--- src/design/mbus_consts.svh ---
// --------------------
// Main-bus constants
// Widths, address regions, CPU enable divider counts
// and register pages shared by the main-bus blocks
// --------------------
`ifndef MBUS_CONSTS_SVH
`define MBUS_CONSTS_SVH

// Bus widths, main-bus addresses are word addresses
`define MBUS_AW 23
`define MBUS_DW 16
`define WRAM_AW 15
`define Z80_AW 16
`define BAR_W 9
`define BANK_W 5

// Master cycles per CPU enable
`define CE_DIV_NORMAL 3'd7
`define CE_DIV_TURBO1 3'd4
`define CE_DIV_TURBO2 3'd2

// Address regions and register pages
`define ROM_MAX_TOP 4'hA
`define CTRL_BUSREQ_PAGE 4'd1
`define CTRL_RESET_PAGE 4'd2
`define BANK_PAGE_HI 16'hA130
`define Z80_BANK_PAGE 8'h60

// 2 MB, counted in words like rom_size
`define ROM_BANK_THRESHOLD 23'h100000

`endif

--- src/design/mbus_pkg.sv ---
// --------------------
// Main-bus types
// Arbiter states, requester sources and turbo modes
// --------------------
package mbus_pkg;

	typedef enum logic [2:0] {
		ST_IDLE,
		ST_SELECT,
		ST_RAM_READ,
		ST_ROM_READ,
		ST_REG_READ,
		ST_Z80_BANK,
		ST_FINISH
	} mbus_state_t;

	typedef enum logic [1:0] {
		SRC_NONE,
		SRC_M68K,
		SRC_Z80
	} mbus_src_t;

	// CPU clock rate select
	typedef enum logic [1:0] {
		TURBO_NORMAL,
		TURBO_1,
		TURBO_2
	} turbo_t;

endpackage

--- src/design/clk_enable_gen.sv ---
// --------------------
// CPU clock enable
// One-cycle enable pulse every 7, 4 or 2 master cycles,
// rate picked up at each pulse
// --------------------
`include "mbus_consts.svh"

module clk_enable_gen (
	input  logic             MCLK,
	input  logic             reset,
	input  mbus_pkg::turbo_t turbo,
	output logic             cpu_ce
);
	import mbus_pkg::*;

	logic [2:0] div_sel;
	logic [2:0] div_q;
	logic [2:0] cnt;

	always_comb begin
		case (turbo)
			TURBO_1: div_sel = `CE_DIV_TURBO1;
			TURBO_2: div_sel = `CE_DIV_TURBO2;
			default: div_sel = `CE_DIV_NORMAL;
		endcase
	end

	always_ff @(posedge MCLK) begin
		if (reset) begin
			cnt    <= 3'd0;
			cpu_ce <= 1'b1;
			div_q  <= div_sel;
		end else begin
			// New rate latched in the pulse cycle
			if (cpu_ce)
				div_q <= div_sel;
			if (cnt == div_q - 3'd1) begin
				cnt    <= 3'd0;
				cpu_ce <= 1'b1;
			end else begin
				cnt    <= cnt + 3'd1;
				cpu_ce <= 1'b0;
			end
		end
	end
endmodule

--- config.mk ---
export PLATFORM = sky130hd
export DESIGN_NAME = clk_enable_gen
export DESIGN_NICKNAME = d
export VERILOG_FILES = /design/src/design/mbus_pkg.sv /design/src/design/clk_enable_gen.sv
export VERILOG_INCLUDE_DIRS = /design/src /design/src/design
export SDC_FILE = /design/constraint.sdc
export NUM_CORES = 1
export LEC_CHECK = 0
export BUFFER_PORTS_ARGS = -buffer_cell sky130_fd_sc_hd__buf_2
export CAP_MARGIN = 20
export CORE_AREA = 3 3 40 42
export DETAILED_ROUTE_END_ITERATION = 12
export DIE_AREA = 0 0 43 45
export PLACE_DENSITY_LB_ADDON = 0.25
export SYNTH_ARGS = -nofsm -noshare
export SYNTH_HDL_FRONTEND = slang
export SYNTH_SLANG_ARGS = --single-unit
--- constraint.sdc ---
create_clock -name MCLK -period 4.07 [get_ports MCLK]
set_input_delay 0.407 -clock MCLK [delete_from_list [all_inputs] [get_ports MCLK]]
set_output_delay 0.407 -clock MCLK [all_outputs]
set_load 0.005 [all_outputs]
==> results.toml, run 1 <==
[clock_tree]
clock_latency_ns = 0.24
path_clk_slew_ns = 0.05
cts_tree = "yes"
cts_root_buf = "clkbuf_4"
hold_buffers = 0
cts_setup_buffers = 0
clock_path_buffers = 2
cts-resized-gates = 0
numClockSinks = 7
htreeDepth = 1
numCtsBuffers = 3

[worst_setup_path]
worstPathArrival_ns = 1.65
cp_num_buf_inv = 1
critPathMaxStageDelay_ns = 0.41
startpoint = "div_q[0]$_DFFE_PP_"
cp.required_ns = 4.26
crit_fanout = 3
path_cells = "inv_1 -> ha_1 -> xnor3_1 -> a31oi_1 -> and2b_2"
crit_type = "flop to flop"
slowest_stage = "edfxtp_1"
crit_family = "flip-flops"
r2r_start = "div_q[0]$_DFFE_PP_"
start_kind = "flop"
endpoint_kind = "flop"

[detailed_routing]
wl_um = 466
drt_iter0_drc = 1
dr_total_vias = 234
wl_per_cell_um = 8.63
route.detailed.drc = 0
ant_nets = 0
drtPass1Iterations = 4
via_per_inst = 4.33

[run]
max-cap-violations = 0

[sta]
timing.fmax_mhz = 683
fin_crit_sh_pct = 36.0
fin_tns_setup_ns = 0
relSlewSlack_pct = 84.3
rsz0062_at_grt = "no"
finalMaxSlewViolations = 0
min_period_ns = 1.46
finalSetupViolCount = 0
fin_skew_ns = 0.00254
tightest_slew_ns = 0.234
hold_viol_final = 0

[yosys]
yosysTopAreaCellShare_pct = 25.0
synth_seq_area_share_pct = 47.2
yosys.area.top_type = "edfxtp_1"
synth_warnings = 0
syn_area_um2 = 360
yosysUniqueCellTypes = 14
syn_avg_cell_area_um2 = 11.6
synthesis.nets = 39
synth-seq-cells = 7
synth_area_leaders = "edfxtp_1 (25%), dfxtp_1 (22%), ha_1 (14%), inv_1 (7.3%), xor2_1 (7.3%)"
syn_inst = 31

[floorplanning]
start_util_pct = 28.0
coreArea_um2 = 1280
die_h_um = 45
io_pins = 5
dieArea_um2 = 1940
rows = 13
die_w_um = 43

[cells_and_area]
diodes = 0
final_nets = 48
area_growth_pct = 18.1
drive_above_1_share_pct = 25.6
fillers = 136

[placed_design]
routabilityCongestion = 0.694
numPortBuffers = 4

[power_and_ir_drop]
power.leakage_nw = 0.209
powerDensity_nw_per_um2 = 433
vdd_drop_max_uv = 160
finalPower_uw = 184

[run_status]
status = "finished clean"

[global_route]
antenna_found_initial = 0
grt_use_total_pct = 5.69
overflow = 0
grt_max_degree = 5
grt_pass1_vias = 222
grt_pass1_wl_um = 786

[hold_path]
hp-start = "reset"
hp-class = "primary input to flop"
==> cells in the final DEF (no fill, tap or decap), drive strengths merged <==
master  count
a22o        1
or2         1
nor3b       2
nand3       1
a31oi       1
xor2        3
nand3b      1
edfxtp      3
and2b       1
clkbuf      4
ha          4
xnor3       1
dfxtp       4
buf         4
inv         7
and2        1
==> registers in the layout (all words and copies together), names as in the netlist <==
register  count
div_q         3
cnt           3
cpu_ce        1
==> metal layers <==
metal  global-route usage, %  wire length [um]
met2                    9.88               221
met4                    5.42                 5
met5                       0                 0
met3                    3.19                34
met1                    4.40               205
==> final timing paths <==
kind | endpoint | slack, ns | depth (start not counted)
max | cnt[0]$_SDFF_PP0_ | 2.61 | 5
min | cpu_ce$_SDFF_PP1_ | 0.44 | 3
max reg2reg | cnt[0]$_SDFF_PP0_ | 2.61 | 5
min reg2reg | cnt[0]$_SDFF_PP0_ | 0.56 | 1
==> cells by family after synthesis <==
logic type,share of synthesized area [%]
XOR/XNOR,13.5
buffers and inverters,7.29
flip-flops,47.2
AO/OA/AOI/OAI,4.17
adder cells (fa/ha/maj),13.9
AND/OR/NAND/NOR,13.9
==> stage by stage <==
| stage | instances | setup WS [ns] | hold slack (ns) | util [%] | cell area (um2) |
|---|---|---|---|---|---|
| final | 54 | 2.61 | 0.438 | 33.1 | 425 |
| after CTS | 54 | 2.60 | 0.437 | 33.1 | 425 |
| after floorplan | 31 | 2.73 | 0.506 | - | 360 |
| after global routing | 54 | 2.52 | 0.449 | 33.1 | 425 |
| after detailed placement | 50 | 2.62 | 0.547 | 31.1 | 399 |
| after global placement | 50 | 2.63 | 0.543 | 31.1 | 399 |
==> worst min-delay path, stage by stage <==
cell and delay, ns:
buf_2 0.12, a31oi_1 0.07, inv_1 0.06
==> power breakdown <==
part           leakage (nW)  internal [mW]  total [mW]  switching, mW
combinational         0.132         0.0192      0.0353         0.0162
sequential           0.0617         0.0836      0.0896        0.00605
clock                0.0150         0.0372      0.0593         0.0221
==> cell usage after synthesis <==
library cell,number
edfxtp_1,3
nand3b_1,1
and2_2,1
xnor3_1,1
or2_2,1
nand3_1,1
inv_1,7
a31oi_1,1
ha_1,4
nor3b_1,2
a22o_1,1
dfxtp_1,4
xor2_1,3
and2b_2,1
==> layout make-up <==
| cell class | count | area (um2) | area share [%] |
|---|---|---|---|
| flip-flops and latches | 7 | 170 | 40.0 |
| multi-input cells | 17 | 164 | 38.5 |
| clock buffers | 4 | 26.3 | 6.18 |
| inverters | 7 | 26.3 | 6.18 |
| repair buffers | 4 | 20.0 | 4.71 |
| well taps | 15 | 18.8 | 4.41 |
(Power assumes the default switching activity.)
==> run 2: changes to the inputs <==
--- a/config.mk
+++ b/config.mk
@@ -6,6 +6,7 @@
 export SDC_FILE = /design/constraint.sdc
 export NUM_CORES = 1
 export LEC_CHECK = 0
+export ABC_AREA = 1
 export BUFFER_PORTS_ARGS = -buffer_cell sky130_fd_sc_hd__buf_2
 export CAP_MARGIN = 20
 export CORE_AREA = 3 3 40 42
==> constraint.sdc (replaced) <==
create_clock -name MCLK -period 1.3 [get_ports MCLK]
set_input_delay 0.13 -clock MCLK [delete_from_list [all_inputs] [get_ports MCLK]]
set_output_delay 0.13 -clock MCLK [all_outputs]
set_load 0.005 [all_outputs]
==> results.toml, run 2 <==
[detailed_routing]
wl_um = 490
ant_nets = 0
met1_length_um = 268
dr_total_vias = 245
via_per_inst = 3.71
highest_layer = "met4"
wl_per_cell_um = 7.42
drtPass1Iterations = 2
wl_met3_um = 9
met2WireLength_um = 192
route.detailed.drc = 0
drt_iter0_drc = 2

[global_route]
grt_pass1_vias = 215
overflow = 0
grt_pass1_wl_um = 807
antenna_found_initial = 0
grt_max_degree = 5
grt_use_total_pct = 6.11

[yosys]
synth_area_leaders = "edfxtp_1 (25%), dfxtp_1 (23%), ha_1 (14%), inv_1 (14%), nand2_1 (11%)"
syn_avg_cell_area_um2 = 8.26
synth_warnings = 0
synth.most_common_cell = "inv_1"
synth_edf_count = 3
syn_area_um2 = 355
syn_inst = 43
synthesis.nets = 51
yosysUniqueCellTypes = 11
synth-seq-cells = 7
netlist_top_cells_count = "inv_1 (13), nand2_1 (10), dfxtp_1 (4), ha_1 (4), nor2_1 (4)"
synth_seq_area_share_pct = 47.9
synth_ff_type = "dfxtp_1"
yosysTopAreaCellShare_pct = 25.4
yosys.area.top_type = "edfxtp_1"
synth_async_sr_flop_share_pct = 0

[cells_and_area]
drive_above_1_share_pct = 25.5
layout_common_cells = "inv_1 (11), nand2_1 (9), nor2_1 (4), dfxtp_1 (4), buf_2 (4)"
area_growth_pct = 22.5
diodes = 0
final_common_cell = "inv_1"
final_nets = 60
reg.largest.list = "cnt (3), div_q (3), cpu_ce (1)"

[worst_setup_path]
cp.required_ns = 1.44
start_kind = "flop"
worstPathArrival_ns = 1.37
crit_type = "flop to flop"
crit_fanout = 4
endpoint_kind = "flop"
rrSetupSlack_ns = 0.07

[clock_tree]
hold_buffers = 0
clock_path_buffers = 2
cts_setup_buffers = 0
numClockSinks = 7
cts_tree = "yes"
numCtsBuffers = 3
clock_latency_ns = 0.25
htreeDepth = 1
cts_root_buf = "clkbuf_4"
path_clk_slew_ns = 0.06

[placed_design]
dp_hpwl_um = 393
routabilityCongestion = 0.657
place_ws_ns = 0.0585
numPortBuffers = 4

[run_status]
status = "finished clean"

[hold_path]
hp-class = "primary input to flop"

[floorplanning]
dieArea_um2 = 1940
die_w_um = 43
die_h_um = 45
io_pins = 5
rows = 13
coreArea_um2 = 1280
start_util_pct = 27.7

[sta]
fin_crit_sh_pct = 94.5
finalMaxSlewViolations = 0
tightest_slew_ns = 0.135
hold_viol_final = 0
fin_tns_setup_ns = 0
rsz0062_at_grt = "yes"
timing.fmax_mhz = 814
fin_skew_ns = 0.00521
min_period_ns = 1.23
fin_ws_ns = 0.0709
relSlewSlack_pct = 91.0
finalSetupViolCount = 0

[run]
max-cap-violations = 0

[power_and_ir_drop]
vdd_drop_max_uv = 558
power.leakage_nw = 0.228
powerDensity_nw_per_um2 = 1330
finalPower_uw = 579
## run 2: changes by cell type after synthesis, sizes merged
cell / change
and2b: -1
nor2: +4
a31oi: -1
inv: +6
nand2: +11
xnor3: -1
and2: -1
xnor2: +1
nor3b: -2
xor2: -3
a22o: -1
## run 2: final cells by class
type	instances	area [um2]
Fill cell	140	850
Timing Repair Buffer	4	20.0
Clock buffer	4	26.3
Tap cell	15	18.8
Multi-Input combinational cell	23	151
Sequential cell	7	170
Inverter	13	48.8
## run 2: kinds of logic after synthesis
group,count (synthesis),share of synthesized area (%)
fa+ha+maj,4,14.1
xor+xnor,1,2.47
simple gates,18,21.8
flops,7,47.9
buf+inv,13,13.7
## run 2: per-layer routing
layer	up-vias	track usage, %
li1	140	-
met4	0	7.23
met5	-	0
met3	2	2.39
met2	4	7.19
met1	99	7.58
## run 2: through the flow
step,hold WS [ns],utilization (%),area (um2),instances
finish,0.116,33.9,435,66
global route,0.128,33.9,435,66
CTS,0.123,32.7,420,66
detailed placement,0.384,30.7,394,62
global placement,0.381,30.7,394,62
floorplan,0.265,-,355,43
## run 2: critical path: stages, from the launching register on
cell and delay [ns]:
edfxtp_1 0.39, inv_2 0.10, ha_4 0.21, nand2_2 0.05
nand2_1 0.05, nor2_1 0.08, nand3_1 0.10, nand2_2 0.11
nor2_1 0.05
## run 2: timing repair
item,in CTS,in global routing
resized for setup,0,4
setup endpoints to repair,0,3
endpoints found under the hold margin,0,0
## run 2: final timing paths
| check | from | endpoint | cells after the start |
|---|---|---|---|
| max | div_q[0]$_DFFE_PP_ | cnt[0]$_SDFF_PP0_ | 8 |
| min | reset | cpu_ce$_SDFF_PP1_ | 3 |
| max reg2reg | div_q[0]$_DFFE_PP_ | cnt[0]$_SDFF_PP0_ | 8 |
| min reg2reg | cnt[0]$_SDFF_PP0_ | cnt[0]$_SDFF_PP0_ | 1 |
## run 2: power breakdown
part | switching, mW | internal (mW) | total (mW) | leakage (nW)
Clock | 0.0824 | 0.117 | 0.200 | 0.0150
Sequential | 0.0171 | 0.257 | 0.274 | 0.0617
Combinational | 0.0562 | 0.0489 | 0.105 | 0.151
Total | 0.156 | 0.424 | 0.579 | 0.228
