### config.mk
export PLATFORM = sky130hd
export DESIGN_NAME = mbus_arbiter_flat
export DESIGN_NICKNAME = d
export VERILOG_FILES = /design/src/design/mbus_pkg.sv /design/src/design/mbus_if.sv /design/src/design/mbus_arbiter.sv /design/src/flat_wrapper.sv
export VERILOG_INCLUDE_DIRS = /design/src /design/src/design
export SDC_FILE = /design/constraint.sdc
export NUM_CORES = 1
export LEC_CHECK = 0
export BUFFER_PORTS_ARGS = -buffer_cell sky130_fd_sc_hd__buf_2
export CORE_UTILIZATION = 43
export CTS_CLUSTER_SIZE = 24
export DETAILED_ROUTE_END_ITERATION = 10
export PLACE_DENSITY = 0.93
export SYNTH_ARGS = -nofsm -noshare
export SYNTH_HDL_FRONTEND = slang
export SYNTH_SLANG_ARGS = --single-unit
### constraint.sdc
create_clock -name MCLK -period 3.7 [get_ports MCLK]
set_input_delay 0.185 -clock MCLK [delete_from_list [all_inputs] [get_ports MCLK]]
set_output_delay 0.185 -clock MCLK [all_outputs]
set_load 0.1 [all_outputs]
### src/design/mbus_consts.svh
// --------------------
// Main-bus constants
// Widths, address regions, CPU enable divider counts
// and register pages shared by the main-bus blocks
// --------------------
`ifndef MBUS_CONSTS_SVH
`define MBUS_CONSTS_SVH

// Bus widths, main-bus addresses are word addresses
`define MBUS_AW 23
`define MBUS_DW 16
`define WRAM_AW 15
`define Z80_AW 16
`define BAR_W 9
`define BANK_W 5

// Master cycles per CPU enable
`define CE_DIV_NORMAL 3'd7
`define CE_DIV_TURBO1 3'd4
`define CE_DIV_TURBO2 3'd2

// Address regions and register pages
`define ROM_MAX_TOP 4'hA
`define CTRL_BUSREQ_PAGE 4'd1
`define CTRL_RESET_PAGE 4'd2
`define BANK_PAGE_HI 16'hA130
`define Z80_BANK_PAGE 8'h60

// 2 MB, counted in words like rom_size
`define ROM_BANK_THRESHOLD 23'h100000

`endif

### src/design/mbus_pkg.sv
// --------------------
// Main-bus types
// Arbiter states, requester sources and turbo modes
// --------------------
package mbus_pkg;

	typedef enum logic [2:0] {
		ST_IDLE,
		ST_SELECT,
		ST_RAM_READ,
		ST_ROM_READ,
		ST_REG_READ,
		ST_Z80_BANK,
		ST_FINISH
	} mbus_state_t;

	typedef enum logic [1:0] {
		SRC_NONE,
		SRC_M68K,
		SRC_Z80
	} mbus_src_t;

	// CPU clock rate select
	typedef enum logic [1:0] {
		TURBO_NORMAL,
		TURBO_1,
		TURBO_2
	} turbo_t;

endpackage

### src/design/mbus_if.sv
// --------------------
// Main-bus interface
// Shared address, data, strobes and selects from the
// arbiter, read data and mappings back from the targets
// --------------------
`include "mbus_consts.svh"

interface mbus_if;
	logic [`MBUS_AW-1:0] addr;
	logic [`MBUS_DW-1:0] wdata;
	logic rnw;
	logic uds_n;
	logic lds_n;
	logic ram_sel;
	logic reg_sel;
	logic z80_bank_we;
	logic z80_bank_bit;
	logic [`MBUS_DW-1:0] ram_q;
	logic [`MBUS_DW-1:0] reg_q;
	logic [`MBUS_AW-1:0] rom_map_addr;
	logic [`BAR_W-1:0] bar;

	modport arbiter (
		output addr, wdata, rnw, uds_n, lds_n,
		output ram_sel, reg_sel, z80_bank_we, z80_bank_bit,
		input  ram_q, reg_q, rom_map_addr, bar
	);

	modport target (
		input  addr, wdata, rnw, uds_n, lds_n,
		input  ram_sel, reg_sel, z80_bank_we, z80_bank_bit,
		output ram_q, reg_q, rom_map_addr, bar
	);
endinterface

### src/design/mbus_arbiter.sv
// --------------------
// Main-bus arbiter
// Accepts 68000 and Z80 requests, decodes the address,
// sequences work RAM, registers and the ROM handshake,
// and holds data and acknowledge until the request drops
// --------------------
`include "mbus_consts.svh"

module mbus_arbiter (
	input  logic                MCLK,
	input  logic                reset,
	input  logic                cpu_ce,
	input  logic                m68k_req,
	input  logic [`MBUS_AW-1:0] m68k_addr,
	input  logic [`MBUS_DW-1:0] m68k_wdata,
	input  logic                m68k_rnw,
	input  logic [1:0]          m68k_be,
	output logic [`MBUS_DW-1:0] m68k_rdata,
	output logic                m68k_ack,
	input  logic                z80_req,
	input  logic [`Z80_AW-1:0]  z80_addr,
	input  logic [7:0]          z80_wdata,
	input  logic                z80_rnw,
	output logic [7:0]          z80_rdata,
	output logic                z80_ack,
	input  logic [`MBUS_AW-1:0] rom_size,
	output logic                rom_req,
	input  logic                rom_ack,
	input  logic [`MBUS_DW-1:0] rom_data,
	mbus_if.arbiter             bus
);
	import mbus_pkg::*;

	mbus_state_t state;
	mbus_src_t src;
	logic z80_local;
	logic z80_bank_wr;
	logic z80_lo;
	logic [`MBUS_DW-1:0] data;
	logic take_m68k;
	logic take_z80;
	logic local_acc;
	logic rom_region;
	logic ram_region;
	logic rom_hit;
	logic src_req;

	// 68000 only on an enable cycle, and it wins a tie
	assign take_m68k = (state == ST_IDLE) && m68k_req && cpu_ce;
	assign take_z80  = (state == ST_IDLE) && z80_req && !take_m68k;

	// --------------------
	// Address decode
	// --------------------
	assign local_acc  = (src == SRC_Z80) && z80_local;
	assign rom_region = bus.addr[22:19] < `ROM_MAX_TOP;
	assign ram_region = &bus.addr[22:20];
	assign rom_hit    = rom_region && bus.rnw && (bus.addr < rom_size);

	assign bus.ram_sel      = (state == ST_SELECT) && !local_acc && ram_region;
	assign bus.reg_sel      = (state == ST_SELECT) && !local_acc && !rom_region && !ram_region;
	assign bus.z80_bank_we  = (state == ST_Z80_BANK) && z80_bank_wr;
	assign bus.z80_bank_bit = bus.wdata[0];

	assign m68k_ack   = (state == ST_FINISH) && (src == SRC_M68K);
	assign z80_ack    = (state == ST_FINISH) && (src == SRC_Z80);
	assign m68k_rdata = data;
	// Even Z80 address reads the upper lane
	assign z80_rdata  = z80_lo ? data[7:0] : data[15:8];
	assign src_req    = (src == SRC_M68K) ? m68k_req : z80_req;

	// --------------------
	// State machine
	// --------------------
	always_ff @(posedge MCLK) begin
		if (reset) begin
			state   <= ST_IDLE;
			src     <= SRC_NONE;
			rom_req <= 1'b0;
		end else begin
			case (state)
				ST_IDLE: begin
					if (take_m68k) begin
						src   <= SRC_M68K;
						state <= ST_SELECT;
					end else if (take_z80) begin
						src   <= SRC_Z80;
						state <= ST_SELECT;
					end
				end
				ST_SELECT: begin
					if (local_acc) begin
						state <= ST_Z80_BANK;
					end else if (rom_hit) begin
						rom_req <= ~rom_req;
						state   <= ST_ROM_READ;
					end else if (ram_region) begin
						state <= ST_RAM_READ;
					end else begin
						state <= ST_REG_READ;
					end
				end
				ST_RAM_READ, ST_REG_READ, ST_Z80_BANK:
					state <= ST_FINISH;
				ST_ROM_READ:
					if (rom_ack == rom_req)
						state <= ST_FINISH;
				ST_FINISH: begin
					// Held here until the requester lets go
					if (!src_req) begin
						src   <= SRC_NONE;
						state <= ST_IDLE;
					end
				end
				default:
					state <= ST_IDLE;
			endcase
		end
	end

	// Request fields and returned data
	always_ff @(posedge MCLK) begin
		if (take_m68k) begin
			bus.addr    <= m68k_addr;
			bus.wdata   <= m68k_wdata;
			bus.rnw     <= m68k_rnw;
			bus.uds_n   <= ~m68k_be[1];
			bus.lds_n   <= ~m68k_be[0];
			z80_local   <= 1'b0;
			z80_bank_wr <= 1'b0;
			z80_lo      <= 1'b0;
		end else if (take_z80) begin
			// Banked window at 8000-FFFF
			bus.addr    <= {bus.bar, z80_addr[14:1]};
			bus.wdata   <= {z80_wdata, z80_wdata};
			bus.rnw     <= z80_rnw;
			bus.uds_n   <= z80_addr[0];
			bus.lds_n   <= ~z80_addr[0];
			z80_local   <= ~z80_addr[15];
			z80_bank_wr <= ~z80_rnw && (z80_addr[15:8] == `Z80_BANK_PAGE);
			z80_lo      <= z80_addr[0];
		end
		case (state)
			ST_SELECT:
				if (local_acc)
					data <= '1;
			ST_RAM_READ:
				data <= bus.ram_q;
			ST_REG_READ:
				data <= bus.reg_q;
			ST_ROM_READ:
				if (rom_ack == rom_req)
					data <= rom_data;
			default: ;
		endcase
	end
endmodule

### src/flat_wrapper.sv
// flat-port wrapper written by rule: the top's interface ports become plain ports
module mbus_arbiter_flat import mbus_pkg::*;
  (MCLK, reset, cpu_ce, m68k_req, m68k_addr, m68k_wdata, m68k_rnw, m68k_be, m68k_rdata, m68k_ack, z80_req, z80_addr, z80_wdata, z80_rnw, z80_rdata, z80_ack, rom_size, rom_req, rom_ack, rom_data, bus_addr, bus_wdata, bus_rnw, bus_uds_n, bus_lds_n, bus_ram_sel, bus_reg_sel, bus_z80_bank_we, bus_z80_bank_bit, bus_ram_q, bus_reg_q, bus_rom_map_addr, bus_bar);
  mbus_if bus_i ();
  input  logic MCLK;
  input  logic reset;
  input  logic cpu_ce;
  input  logic m68k_req;
  input  logic [`MBUS_AW-1:0] m68k_addr;
  input  logic [`MBUS_DW-1:0] m68k_wdata;
  input  logic m68k_rnw;
  input  logic [1:0] m68k_be;
  output logic [`MBUS_DW-1:0] m68k_rdata;
  output logic m68k_ack;
  input  logic z80_req;
  input  logic [`Z80_AW-1:0] z80_addr;
  input  logic [7:0] z80_wdata;
  input  logic z80_rnw;
  output logic [7:0] z80_rdata;
  output logic z80_ack;
  input  logic [`MBUS_AW-1:0] rom_size;
  output logic rom_req;
  input  logic rom_ack;
  input  logic [`MBUS_DW-1:0] rom_data;
  output wire logic [$bits(bus_i.addr)-1:0] bus_addr;
  output wire logic [$bits(bus_i.wdata)-1:0] bus_wdata;
  output wire logic [$bits(bus_i.rnw)-1:0] bus_rnw;
  output wire logic [$bits(bus_i.uds_n)-1:0] bus_uds_n;
  output wire logic [$bits(bus_i.lds_n)-1:0] bus_lds_n;
  output wire logic [$bits(bus_i.ram_sel)-1:0] bus_ram_sel;
  output wire logic [$bits(bus_i.reg_sel)-1:0] bus_reg_sel;
  output wire logic [$bits(bus_i.z80_bank_we)-1:0] bus_z80_bank_we;
  output wire logic [$bits(bus_i.z80_bank_bit)-1:0] bus_z80_bank_bit;
  input wire logic [$bits(bus_i.ram_q)-1:0] bus_ram_q;
  input wire logic [$bits(bus_i.reg_q)-1:0] bus_reg_q;
  input wire logic [$bits(bus_i.rom_map_addr)-1:0] bus_rom_map_addr;
  input wire logic [$bits(bus_i.bar)-1:0] bus_bar;
  assign bus_addr = bus_i.addr;
  assign bus_wdata = bus_i.wdata;
  assign bus_rnw = bus_i.rnw;
  assign bus_uds_n = bus_i.uds_n;
  assign bus_lds_n = bus_i.lds_n;
  assign bus_ram_sel = bus_i.ram_sel;
  assign bus_reg_sel = bus_i.reg_sel;
  assign bus_z80_bank_we = bus_i.z80_bank_we;
  assign bus_z80_bank_bit = bus_i.z80_bank_bit;
  assign bus_i.ram_q = bus_ram_q;
  assign bus_i.reg_q = bus_reg_q;
  assign bus_i.rom_map_addr = bus_rom_map_addr;
  assign bus_i.bar = bus_bar;
  mbus_arbiter u_core (.MCLK(MCLK), .reset(reset), .cpu_ce(cpu_ce), .m68k_req(m68k_req), .m68k_addr(m68k_addr), .m68k_wdata(m68k_wdata), .m68k_rnw(m68k_rnw), .m68k_be(m68k_be), .m68k_rdata(m68k_rdata), .m68k_ack(m68k_ack), .z80_req(z80_req), .z80_addr(z80_addr), .z80_wdata(z80_wdata), .z80_rnw(z80_rnw), .z80_rdata(z80_rdata), .z80_ack(z80_ack), .rom_size(rom_size), .rom_req(rom_req), .rom_ack(rom_ack), .rom_data(rom_data), .bus(bus_i));
endmodule
==> results.toml <==
[synth]
synth-seq-cells = 67
synth_ff_type = "edfxtp_1"
syn_nets = 600
synth_top_cell_by_area = "edfxtp_1"
synthCells = 402
yosys_warnings = 0
yosys-top-cells-area = "edfxtp_1 46%, nand2_1 13%, ha_1 7.3%"
avgSynthCellArea_sq_um = 9.40
netlist_area_sq_mm = 0.00378
yosys.area.top_type_share = 0.461
synth_most_common_cell = "nand2_1"
synthArstFlopShare = 0
yosys-top-cells-count = "133 x nand2_1, 58 x edfxtp_1, 31 x a21oi_1"
synth.distinct_cells = 42
yosysSeqAreaShare = 0.508
synth_edf_count = 58

[cts]
htreeDepth = 3
clkTransAtPathRegs_ps = 80
worstSkewPairLatency_ps = 340
hold_buffers = 0
clk_path_buf_depth = 2
post_cts_buffers = 0
tritoncts = "built"
clock-sinks = 67
cts-buffers-inserted = 9
cts-root-buf = "clkbuf_8"
ctsResizeCount = 0

[floorplanning]
boundaryPins = 249
core-area_sq_mm = 0.00834
die-area_sq_mm = 0.00917
rows = 33
die_x_um = 95.8
initial_core_util = 0.453
die_h_um = 95.8

[grt]
antenna_found_initial = 2
grt_start_max_net_pins = 46
grt-ovfl-total = 0
grt_pass1_wl_mm = 16.3
grt_pass1_vias = 3590
track_usage = 0.241

[timing]
holdWs_ps = 103
worst_slack_ps = 877
period_share = 0.763
fin_tns_setup_ps = 0
slew_viol_final = 0
period_minus_slack_ps = 2820
hold_violations = 0
clock_skew_ps = 12.8
max_freq_ghz = 0.354
worst_pin_slew_ps = 1290
rsz0062_at_grt = "false"
relSlewSlack = 0.138
setup_viol = 0

[flow_run]
maxCapViolations = 0

[run_status]
status = "finished, final reports clean"

[setup_path]
crit_chain = "nand2_1, nor2_1, and3_1, buf_2"
cp_slowest_cell = "dfxtp_1"
ff2ff_setup_slack_ps = 1110
required_ps = 3510
cp-end-kind = "primary output"
r2r_cells = 4
critical_path_arrival_ps = 2640
crit_start = "u_core.state[0]"
r2r_end = "u_core.bus.addr[15]"
crit_fanout = 26
critPathMaxStageDelay_ps = 1180
crit_end = "bus_reg_sel"
cp-start-kind = "flip-flop"
reg2reg_from = "u_core.state[0]"
critical_path_class = "reg2out"

[route]
wl_mm = 11.3
vias = 3736
drtAntennaViolNets = 0
dr.pass1.iters = 5
vias_per_cell = 5.07
wire_per_inst_um = 15.4
drc = 0
dr.first_iter.drc_count = 206

[pwr]
power_leakage_uw = 0.00256
ir_drop_v = 0.000710
power_density_mw_per_mm2 = 1030

[min_path]
holdCritPathClass = "in2reg"
min_from = "m68k_addr[2]"

[final_layout]
nets = 823
drive_above_1_share = 0.408
syn2layout_area_growth_pct = 37.1
utilization = 0.621

[placed_design]
io_buffers = 225
globalplace.congestion = 0.938
dp_slack_ps = 1130
dp_hpwl_mm = 8.89
power breakdown:
part           total, uW  internal [uW]  switching, uW  leakage (uW)
combinational       3300            600           2700       0.00186
sequential          1460           1230            228      0.000602
clock                558            296            263     0.0000941
worst max-delay path, delay by kind of cell, from the launching register on:
kind                   cells  cell delay (ps)
buffers and inverters      1              420
DFF                        1             1180
and+or+nand+nor            3              700
cells in the final DEF (no fill, tap or decap), drive strengths merged, types with 2 or more instances in the layout:
cell      n
a221o     2
nand3     8
nor2     25
a31oi     3
ha       22
and3      5
o21ai    11
mux2i    17
nor2b     3
a221oi    2
nor3      2
edfxtp   58
inv      23
dfxtp     9
clkbuf   14
xor2      2
or2       2
clkinv    2
diode     2
buf     229
nand2   133
a21oi    31
mux2      8
or3       2
nand3b    4
sequential cells by signal (all words and copies together) (netlist names):
register / flops
u_core.z80_local: 1
u_core.z80_lo: 1
u_core.bus.rnw: 1
u_core.bus.wdata: 16
u_core.bus.addr: 23
u_core.bus.uds_n: 1
u_core.z80_bank_wr: 1
u_core.state: 3
u_core.bus.lds_n: 1
u_core.m68k_rdata: 16
u_core.src: 2
u_core.rom_req: 1
area by class of cell:
class,instances,area [sq um]
timing repair buffer,229,1160
inverter,23,86.3
clock inverter,2,8.76
multi-input combinational,295,1700
tap,105,131
sequential,67,1920
antenna,2,5.00
fill,705,3160
clock buffer,14,173
metrics by stage:
step                      instance area [sq um]  cells  total power (uW)
final                                      5180    737              5320
after detailed placement                   4990    719              4760
after floorplan                            3780    402              4150
after global routing                       5180    737              5540
after global placement                     4990    719              4660
after CTS                                  5180    735              5320
cells by family after synthesis:
group	Yosys count	share of synthesized area
and+or+nand+nor	192	0.216
DFF	67	0.508
buffers and inverters	40	0.0430
adders and majority gates	22	0.0728
xor gates and xnor gates	2	0.00464
AOI/OAI and AO/OA	54	0.0861
muxes	25	0.0689
worst min path at each step:
stage                                     to  cells past startpoint
after floorplan              u_core.state[0]                      1
after global placement        u_core.rom_req                      2
after detailed placement      u_core.rom_req                      2
after CTS                    u_core.state[0]                      2
after global routing           u_core.src[1]                      2
final                     u_core.bus.addr[2]                      3
per-layer routing:
layer / track usage / share of wire / vias to the layer above / wire, um
met1: 0.272 / 0.38 / 1703 / 4360
met5: 0 / 0 / - / 0
met2: 0.426 / 0.52 / 174 / 5880
met3: 0.0545 / 0.068 / 27 / 772
li1: - / - / 1832 / -
met4: 0.124 / 0.029 / 0 / 324
Note: power is estimated with default switching activity, not from simulation.
